<file path="src/board_pkg.sv">
package board_pkg;

    //----------------------------------------------------------------------
    // Data widths

    typedef logic signed [23:0] mic_sample_t;      // Raw INMP441 word
    typedef logic        [15:0] audio_sample_t;    // DAC word and peak magnitude
    typedef logic        [ 7:0] seg_t;             // a..g in 7:1, dp in bit 0
    typedef logic        [ 3:0] nibble_t;

    //----------------------------------------------------------------------
    // Clock ratios of the serial audio links

    localparam int mic_sck_div    = 4;             // clk cycles per mic bit clock
    localparam int mic_frame_bits = 64;            // Two 32-bit slots
    localparam int bclk_div       = 4;             // clk cycles per DAC bit clock
    localparam int dac_frame_bits = 32;            // Two 16-bit slots

    //----------------------------------------------------------------------
    // Hex glyphs, segment a in the MSB

    localparam seg_t seg_font [16] = '{
        8'b1111_1100,                              // 0
        8'b0110_0000,                              // 1
        8'b1101_1010,                              // 2
        8'b1111_0010,                              // 3
        8'b0110_0110,                              // 4
        8'b1011_0110,                              // 5
        8'b1011_1110,                              // 6
        8'b1110_0000,                              // 7
        8'b1111_1110,                              // 8
        8'b1111_0110,                              // 9
        8'b1110_1110,                              // A
        8'b0011_1110,                              // b
        8'b1001_1100,                              // C
        8'b0111_1010,                              // d
        8'b1001_1110,                              // E
        8'b1000_1110                               // F
    };

endpackage
</file>
<file path="src/board_specific_top.sv">
`timescale 1ns/1ps

module board_specific_top
#(
    parameter clk_mhz   = 50,
    parameter window_hz = 10,
    parameter w_key     = 3,
    parameter w_sw      = 10,
    parameter w_led     = 10,
    parameter w_digit   = 4
)
(
    input  logic               clk,

    input  logic [w_sw  - 1:0] sw,
    input  logic [w_key - 1:0] button,
    output logic [w_led - 1:0] ledg,

    output logic [        6:0] hex0_d,
    output logic [        6:0] hex1_d,
    output logic [        6:0] hex2_d,
    output logic [        6:0] hex3_d,
    output logic               hex0_dp,
    output logic               hex1_dp,
    output logic               hex2_dp,
    output logic               hex3_dp,

    output logic               mic_lr,
    output logic               mic_ws,
    output logic               mic_sck,
    input  logic               mic_sd,

    output logic               dac_mclk,
    output logic               dac_bclk,
    output logic               dac_lrclk,
    output logic               dac_sdata
);

    //----------------------------------------------------------------------
    // Board conventions

    logic                 rst;
    logic [w_key   - 1:0] key;

    assign rst = sw[w_sw - 1];                  // Top switch resets the design
    assign key = ~button;                       // Buttons pull low when pressed

    //----------------------------------------------------------------------

    board_pkg::mic_sample_t   mic_value;
    logic                     mic_valid;
    logic                     window_strobe;
    board_pkg::seg_t          abcdefgh;
    logic [w_digit - 1:0]     digit;
    board_pkg::audio_sample_t sound;

    window_strobe_gen
    #(
        .clk_mhz   ( clk_mhz   ),
        .window_hz ( window_hz )
    )
    i_window_strobe_gen
    (
        .clk           ( clk           ),
        .rst           ( rst           ),
        .window_strobe ( window_strobe )
    );

    mic_i2s_receiver i_mic
    (
        .clk   ( clk       ),
        .rst   ( rst       ),
        .sck   ( mic_sck   ),
        .ws    ( mic_ws    ),
        .lr    ( mic_lr    ),
        .sd    ( mic_sd    ),
        .value ( mic_value ),
        .valid ( mic_valid )
    );

    level_meter
    #(
        .w_key   ( w_key   ),
        .w_led   ( w_led   ),
        .w_digit ( w_digit )
    )
    i_level_meter
    (
        .clk           ( clk           ),
        .rst           ( rst           ),
        .key           ( key           ),
        .mic_value     ( mic_value     ),
        .mic_valid     ( mic_valid     ),
        .window_strobe ( window_strobe ),
        .led           ( ledg          ),
        .abcdefgh      ( abcdefgh      ),
        .digit         ( digit         ),
        .sound         ( sound         )
    );

    static_seg_latch #( .w_digit ( w_digit ) ) i_seg_latch
    (
        .clk      ( clk      ),
        .rst      ( rst      ),
        .abcdefgh ( abcdefgh ),
        .digit    ( digit    ),
        .hex0_d   ( hex0_d   ),
        .hex1_d   ( hex1_d   ),
        .hex2_d   ( hex2_d   ),
        .hex3_d   ( hex3_d   ),
        .hex0_dp  ( hex0_dp  ),
        .hex1_dp  ( hex1_dp  ),
        .hex2_dp  ( hex2_dp  ),
        .hex3_dp  ( hex3_dp  )
    );

    i2s_audio_out i_audio_out
    (
        .clk     ( clk       ),
        .rst     ( rst       ),
        .data_in ( sound     ),
        .mclk    ( dac_mclk  ),
        .bclk    ( dac_bclk  ),
        .lrclk   ( dac_lrclk ),
        .sdata   ( dac_sdata )
    );

endmodule

</file>
<file path="src/i2s_audio_out.sv">
`timescale 1ns/1ps

module i2s_audio_out
(
    input  logic                     clk,
    input  logic                     rst,

    input  board_pkg::audio_sample_t data_in,

    output logic                     mclk,
    output logic                     bclk,
    output logic                     lrclk,
    output logic                     sdata
);

    //----------------------------------------------------------------------
    // All three DAC clocks come from one frame counter

    localparam int w_div  = $clog2(board_pkg::bclk_div);
    localparam int w_cnt  = $clog2(board_pkg::bclk_div * board_pkg::dac_frame_bits);
    localparam int w_slot = w_cnt - 1 - w_div;  // Bit position within a channel
    localparam int n_bits = $bits(board_pkg::audio_sample_t);

    logic [w_cnt  - 1:0] cnt;
    logic [w_cnt  - 1:0] cnt_next;
    logic [w_slot - 1:0] slot_next;
    logic                bclk_fall;

    board_pkg::audio_sample_t sample_q;

    always_ff @(posedge clk or posedge rst)
        if (rst)
            cnt <= '0;
        else
            cnt <= cnt_next;

    assign cnt_next = cnt + 1'b1;

    assign mclk  = cnt[0];                      // clk / 2
    assign bclk  = cnt[w_div - 1];
    assign lrclk = cnt[w_cnt - 1];              // Low for the left channel

    assign bclk_fall = (cnt[w_div - 1:0] == '1);
    assign slot_next = cnt_next[w_cnt - 2:w_div];

    //----------------------------------------------------------------------
    // Capture at frame start, shift out on falling bclk

    always_ff @(posedge clk or posedge rst)
        if (rst)
            sample_q <= '0;
        else if (cnt == '1)
            sample_q <= data_in;                // lrclk is about to fall

    // Slot 0 carries the LSB of the word before, as I2S delays by one bit
    always_ff @(posedge clk or posedge rst)
        if (rst)
            sdata <= 1'b0;
        else if (bclk_fall)
        begin
            if (slot_next == '0)
                sdata <= sample_q[0];
            else
                sdata <= sample_q[n_bits - int'(slot_next)];
        end

endmodule

</file>
<file path="src/static_seg_latch.sv">
`timescale 1ns/1ps

module static_seg_latch
#(
    parameter w_digit = 4
)
(
    input  logic                 clk,
    input  logic                 rst,

    input  board_pkg::seg_t      abcdefgh,
    input  logic [w_digit - 1:0] digit,

    output logic [6:0]           hex0_d,
    output logic [6:0]           hex1_d,
    output logic [6:0]           hex2_d,
    output logic [6:0]           hex3_d,
    output logic                 hex0_dp,
    output logic                 hex1_dp,
    output logic                 hex2_dp,
    output logic                 hex3_dp
);

    //----------------------------------------------------------------------
    // Board wires segment a to bit 0 and the decimal point to bit 7

    localparam int w_seg = $bits(board_pkg::seg_t);

    board_pkg::seg_t hgfedcba;
    board_pkg::seg_t digit_q [w_digit];         // Active-low, one per digit

    always_comb
        for (int i = 0; i < w_seg; i++)
            hgfedcba[i] = abcdefgh[w_seg - 1 - i];

    //----------------------------------------------------------------------
    // Sticky latches keep each digit lit between scans

    always_ff @(posedge clk or posedge rst)
        if (rst)
        begin
            for (int d = 0; d < w_digit; d++)
                digit_q[d] <= '1;               // All segments dark
        end
        else
        begin
            for (int d = 0; d < w_digit; d++)
                if (digit[d])
                    digit_q[d] <= ~hgfedcba;
        end

    assign hex0_d  = digit_q[0][6:0];
    assign hex1_d  = digit_q[1][6:0];
    assign hex2_d  = digit_q[2][6:0];
    assign hex3_d  = digit_q[3][6:0];

    assign hex0_dp = digit_q[0][7];
    assign hex1_dp = digit_q[1][7];
    assign hex2_dp = digit_q[2][7];
    assign hex3_dp = digit_q[3][7];

endmodule

</file>
<file path="src/level_meter.sv">
`timescale 1ns/1ps

module level_meter
#(
    parameter w_key   = 3,
    parameter w_led   = 10,
    parameter w_digit = 4
)
(
    input  logic                     clk,
    input  logic                     rst,

    input  logic [w_key   - 1:0]     key,
    input  board_pkg::mic_sample_t   mic_value,
    input  logic                     mic_valid,
    input  logic                     window_strobe,

    output logic [w_led   - 1:0]     led,
    output board_pkg::seg_t          abcdefgh,
    output logic [w_digit - 1:0]     digit,
    output board_pkg::audio_sample_t sound
);

    //----------------------------------------------------------------------
    // Peak detection

    board_pkg::audio_sample_t upper;
    board_pkg::audio_sample_t mag;
    board_pkg::audio_sample_t candidate;
    board_pkg::audio_sample_t peak;
    board_pkg::audio_sample_t held;

    assign upper = mic_value[23:8];

    always_comb
    begin
        if (!upper[15])
            mag = upper;
        else if (upper == 16'h8000)
            mag = 16'h7FFF;                     // Most negative value saturates
        else
            mag = -upper;
    end

    // A sample arriving with the strobe still belongs to the old window
    assign candidate = (mic_valid && mag > peak) ? mag : peak;

    always_ff @(posedge clk or posedge rst)
        if (rst)
        begin
            peak <= '0;
            held <= '0;
        end
        else if (window_strobe)
        begin
            held <= candidate;
            peak <= '0;
        end
        else
            peak <= candidate;

    //----------------------------------------------------------------------
    // Digit scan and font lookup

    logic [1:0]         scan_div;
    board_pkg::nibble_t nibble;

    always_ff @(posedge clk or posedge rst)
        if (rst)
        begin
            scan_div <= '0;
            digit    <= w_digit'(1);
        end
        else
        begin
            scan_div <= scan_div + 1'b1;
            if (scan_div == 2'b11)
                digit <= { digit[w_digit - 2:0], digit[w_digit - 1] };  // Next digit
        end

    always_comb
    begin
        nibble = '0;
        for (int i = 0; i < w_digit; i++)
            if (digit[i])
                nibble = held[4 * i +: 4];
        abcdefgh = board_pkg::seg_font[nibble];
    end

    //----------------------------------------------------------------------
    // LED bar and listen-through

    always_ff @(posedge clk or posedge rst)
        if (rst)
            led <= '0;
        else
            for (int i = 0; i < w_led; i++)
                led[i] <= (held[15:12] > i);    // Bar length is held / 4096

    always_ff @(posedge clk or posedge rst)
        if (rst)
            sound <= '0;
        else if (!key[0])
            sound <= '0;                        // Silent while released
        else if (mic_valid)
            sound <= upper;

endmodule

</file>
<file path="src/mic_i2s_receiver.sv">
`timescale 1ns/1ps

module mic_i2s_receiver
(
    input  logic                   clk,
    input  logic                   rst,

    output logic                   sck,
    output logic                   ws,
    output logic                   lr,
    input  logic                   sd,

    output board_pkg::mic_sample_t value,
    output logic                   valid
);

    //----------------------------------------------------------------------
    // One counter spans a whole frame: low bits make sck, high bits the slot

    localparam int w_div   = $clog2(board_pkg::mic_sck_div);
    localparam int w_cnt   = $clog2(board_pkg::mic_sck_div * board_pkg::mic_frame_bits);
    localparam int w_bit   = w_cnt - w_div;
    localparam int n_bits  = $bits(board_pkg::mic_sample_t);
    localparam int rise_ph = board_pkg::mic_sck_div / 2 - 1;

    logic [w_cnt - 1:0] cnt;
    logic [w_div - 1:0] phase;
    logic [w_bit - 1:0] bit_idx;
    logic               sample_now;
    logic               frame_done;

    board_pkg::mic_sample_t shift;

    always_ff @(posedge clk or posedge rst)
        if (rst)
            cnt <= '0;
        else
            cnt <= cnt + 1'b1;

    assign phase   = cnt[w_div - 1:0];
    assign bit_idx = cnt[w_cnt - 1:w_div];

    assign sck = cnt[w_div - 1];                // Low half then high half
    assign ws  = cnt[w_cnt - 1];                // Low for the left slot
    assign lr  = 1'b0;                          // Microphone answers in left slot

    // Data bits sit in slots 1 to 24, sampled as sck rises
    assign sample_now = (phase == w_div'(rise_ph))
                      && (bit_idx >= w_bit'(1))
                      && (bit_idx <= w_bit'(n_bits));

    // One clock after the last bit was taken
    assign frame_done = (bit_idx == w_bit'(n_bits)) && (phase == w_div'(rise_ph + 1));

    always_ff @(posedge clk)
        if (sample_now)
            shift <= { shift[n_bits - 2:0], sd };   // MSB first

    always_ff @(posedge clk)
        if (frame_done)
            value <= shift;

    always_ff @(posedge clk or posedge rst)
        if (rst)
            valid <= 1'b0;
        else
            valid <= frame_done;

endmodule

</file>
<file path="src/window_strobe_gen.sv">
`timescale 1ns/1ps

module window_strobe_gen
#(
    parameter clk_mhz   = 50,
    parameter window_hz = 10
)
(
    input  logic clk,
    input  logic rst,
    output logic window_strobe
);

    localparam int period = clk_mhz * 1_000_000 / window_hz;
    localparam int w_cnt  = period > 1 ? $clog2(period) : 1;

    logic [w_cnt - 1:0] cnt;

    always_ff @(posedge clk or posedge rst)
        if (rst)
            cnt <= w_cnt'(period - 1);
        else if (cnt == '0)
            cnt <= w_cnt'(period - 1);          // Reload at terminal count
        else
            cnt <= cnt - 1'b1;

    assign window_strobe = (cnt == '0);         // One cycle per window

endmodule

</file>
<file path="config.mk">
export PLATFORM = sky130hd
export DESIGN_NAME = board_specific_top
export DESIGN_NICKNAME = d
export VERILOG_FILES = /design/src/board_pkg.sv /design/src/board_specific_top.sv /design/src/i2s_audio_out.sv /design/src/static_seg_latch.sv /design/src/level_meter.sv /design/src/mic_i2s_receiver.sv /design/src/window_strobe_gen.sv
export SDC_FILE = /design/constraint.sdc
export NUM_CORES = 1
export LEC_CHECK = 0
export BUFFER_PORTS_ARGS = -buffer_cell sky130_fd_sc_hd__buf_2
export CORE_ASPECT_RATIO = 0.8
export CORE_UTILIZATION = 55
export DETAILED_ROUTE_END_ITERATION = 12
export GPL_TIMING_DRIVEN = 0
export PLACE_DENSITY_LB_ADDON = 0.1
export SLEW_MARGIN = 20
export SYNTH_ARGS = -nofsm -noshare
export SYNTH_HDL_FRONTEND = slang
export SYNTH_HIERARCHICAL = 1
export SYNTH_SLANG_ARGS = --single-unit
</file>
<file path="constraint.sdc">
create_clock -name clk -period 5.6 [get_ports clk]
set_input_delay 1.4 -clock clk [delete_from_list [all_inputs] [get_ports clk]]
set_output_delay 1.4 -clock clk [all_outputs]
set_load 0.005 [all_outputs]
</file>
==> metrics.txt <==
Clock Path Buffers 2; quantity of gates resized following cts 0; Clock H-tree levels 4; filler instances 1245; CTS root buf clkbuf_16; final hold violations 0; CTS tree built; post-synthesis cell count 762; design area 10200 um2; Tcrit/Tclk final 0.709; power per cell area 257 nW/um2; initial antenna violation count 0; part of the power in registers 0.542; Avg Vias per Cell 5.55; unrepaired setup endpoints after global routing false; first-pass GRT wire length 28.8 mm; Worst Hold End i_mic/value[23]; utilization after layout 0.642; Net Count, Synth 810; internal power 2.09 mW; Reg2Reg Setup Slack 1.63 ns; FP Rows 41; Setup violations, final 0; routed len/inst 16.0 um; clock sinks 192; layout cell share with drive strength beyond 1 0.249; post-CTS setup buffer count 0; drt initial violations 248; maxcap violations 0; starting density of the core 0.569; pin count of the biggest net entering global routing 35; Ys Warns 6; Core ar. 15900 um2; syn_area_per_cell 11.9 um2; # hold bufs at CTS 0; setup TNS 0 ns; Placed Area 9640 um2; Syn Std Cell Area 9040 um2; CP required 5.89 ns; Hold Path Depth 0; Post-DP HPWL 12.5 mm; Hold WC Path Type flip-flop to flip-flop; skew final 0.00983 ns; Max FO, Critical Path 10; Lkg Pwr 4.45 nW; Sw Ratio 0.204; port bufs 51; Total Routed Length 17.0 mm; Syn-to-layout area delta 13.0%; Arr. time, crit path 4.26 ns; Worst-Margin Slew 0.908 ns; die height 117 um; Pins Over Slew Limit 0; Slew Limit Headroom 0.394; # IOs 64; gr usage total 0.218; switching power 536 uW; Tot Pwr 2.63 mW; reg-to-reg critical path endpoint i_level_meter/held[4]; full die area 17000 um2; FF-to-FF path depth 17; Chip Width 145 um; endpoint type of the worst setup path flip-flop; Routed Antenna Nets 0; peak supply drop 0.205 mV; Setup CP Type flip-flop to flip-flop; Inserted Clock Buffers 17; combinational share of power 0.011; GR Overflow Total 0; Pre-Repair DR Iteration Count 4; worst skew pair latency 0.43 ns; CTS clk-pin slew, worst paths 0.07 ns; vias in the first global route 5784; Via Count 5913; Final Critical Period 3.97 ns; min-delay src i_mic/shift[23]; Inserted Diodes 0; CP Launch Type flip-flop; worst reg2reg startpoint i_mic/value[9]; outcome completed; Clock Power Share 0.447; Final nets 886; Residual DRC 0; routability cong. 0.850; Max Fclk 0.252 GHz
-- area by class of cell --
| type | count | area, um2 | share of cell area |
|---|---|---|---|
| Buffer | 35 | 225 | 0.0221 |
| Clock buffer | 20 | 437 | 0.0428 |
| Clock inverter | 12 | 136 | 0.0134 |
| Inverter | 64 | 243 | 0.0238 |
| Multi-Input combinational cell | 471 | 3530 | 0.346 |
| Sequential cell | 192 | 5060 | 0.496 |
| Tap cell | 215 | 269 | 0.0263 |
| Timing Repair Buffer | 57 | 307 | 0.0300 |
-- metal layers --
layer / wire length (um) / GRT usage / part of all wire
met4: 169 / 0.0751 / 0.0099
met3: 680 / 0.0414 / 0.040
met1: 8720 / 0.321 / 0.51
met2: 7480 / 0.326 / 0.44
met5: 0 / 0 / 0
-- state kept, by name, summed over array words and instances (netlist names), 7 cells and up --
signal / count
i_audio_out/cnt: 7
i_seg_latch/hex2_d: 7
i_level_meter/sound: 16
i_audio_out/sample_q: 16
i_mic/cnt: 8
i_window_strobe_gen/cnt: 23
i_level_meter/peak: 16
i_seg_latch/hex3_d: 7
i_level_meter/held: 16
i_mic/shift: 24
i_mic/value: 16
i_level_meter/led: 10
i_seg_latch/hex1_d: 7
i_seg_latch/hex0_d: 7
-- critical path, cell delays in order, from the launching register on --
cell and delay (ns):
edfxtp_1 0.47, inv_1 0.13, ha_1 0.14, clkbuf_1 0.28, nor4bb_1 0.30, and4_1 0.21
buf_2 0.17, a211oi_1 0.06, a31oi_1 0.24, ha_1 0.20, nand4_2 0.17, or3_1 0.40
a21o_1 0.17, a31oi_1 0.16, buf_6 0.19, buf_12 0.15, mux2i_1 0.28, mux2i_1 0.11
-- worst max path at each step --
stage              startpoint               endpoint  slack [ns]  cells past startpoint
6_report       i_mic/value[9]  i_level_meter/held[4]        1.63                     17
3_5_place_dp   i_mic/value[9]  i_level_meter/held[4]        1.65                     17
2_1_floorplan    i_mic/cnt[2]         i_mic/shift[0]        1.66                      3
3_3_place_gp     i_mic/cnt[2]         i_mic/shift[9]        0.80                      3
5_1_grt        i_mic/value[9]  i_level_meter/held[1]        1.43                     17
4_1_cts        i_mic/value[9]  i_level_meter/held[4]        1.64                     17
-- power by group through the flow --
stage | Clock (mW) | Combinational (mW) | Sequential [mW]
after detailed placement | 0 | 0.0311 | 1.45
after floorplan | 0 | 0.0199 | 1.45
after global routing | 1.26 | 0.0344 | 1.42
after CTS | 1.21 | 0.0311 | 1.42
final | 1.17 | 0.0293 | 1.42
after global placement | 0 | 0.0278 | 1.45
-- cell usage in the layout, fill, tap and decap left out, types with 4 or more instances in the layout --
cell,n
o41ai_1,5
xor2_1,14
mux2_2,24
mux2i_1,59
clkbuf_16,17
a21oi_1,40
buf_6,7
clkbuf_1,19
a21o_1,6
nand3_1,17
a31oi_1,5
buf_2,60
nor4_1,6
mux4_2,4
o21ai_0,9
ha_1,33
nand4_1,11
nor2_2,4
o31ai_1,8
a221oi_1,5
xnor2_1,14
or3_1,6
nor3_1,7
nand2_1,37
edfxtp_1,40
dfstp_2,46
a21oi_2,5
nor2b_1,23
nand2b_1,4
inv_1,62
buf_4,7
dfrtp_1,106
nor2_1,63
or2_2,6
-- stage by stage --
| stage | setup WS, ns | instances | hold slack [ns] |
|---|---|---|---|
| 3_3_place_gp | 0.800 | 1028 | 0.405 |
| 5_1_grt | 1.43 | 1066 | 0.424 |
| 4_1_cts | 1.64 | 1066 | 0.421 |
| 2_1_floorplan | 1.66 | 762 | 0.400 |
| 3_5_place_dp | 1.65 | 1034 | 0.405 |
| 6_report | 1.63 | 1066 | 0.420 |
Power figures use the tool's default switching activity.
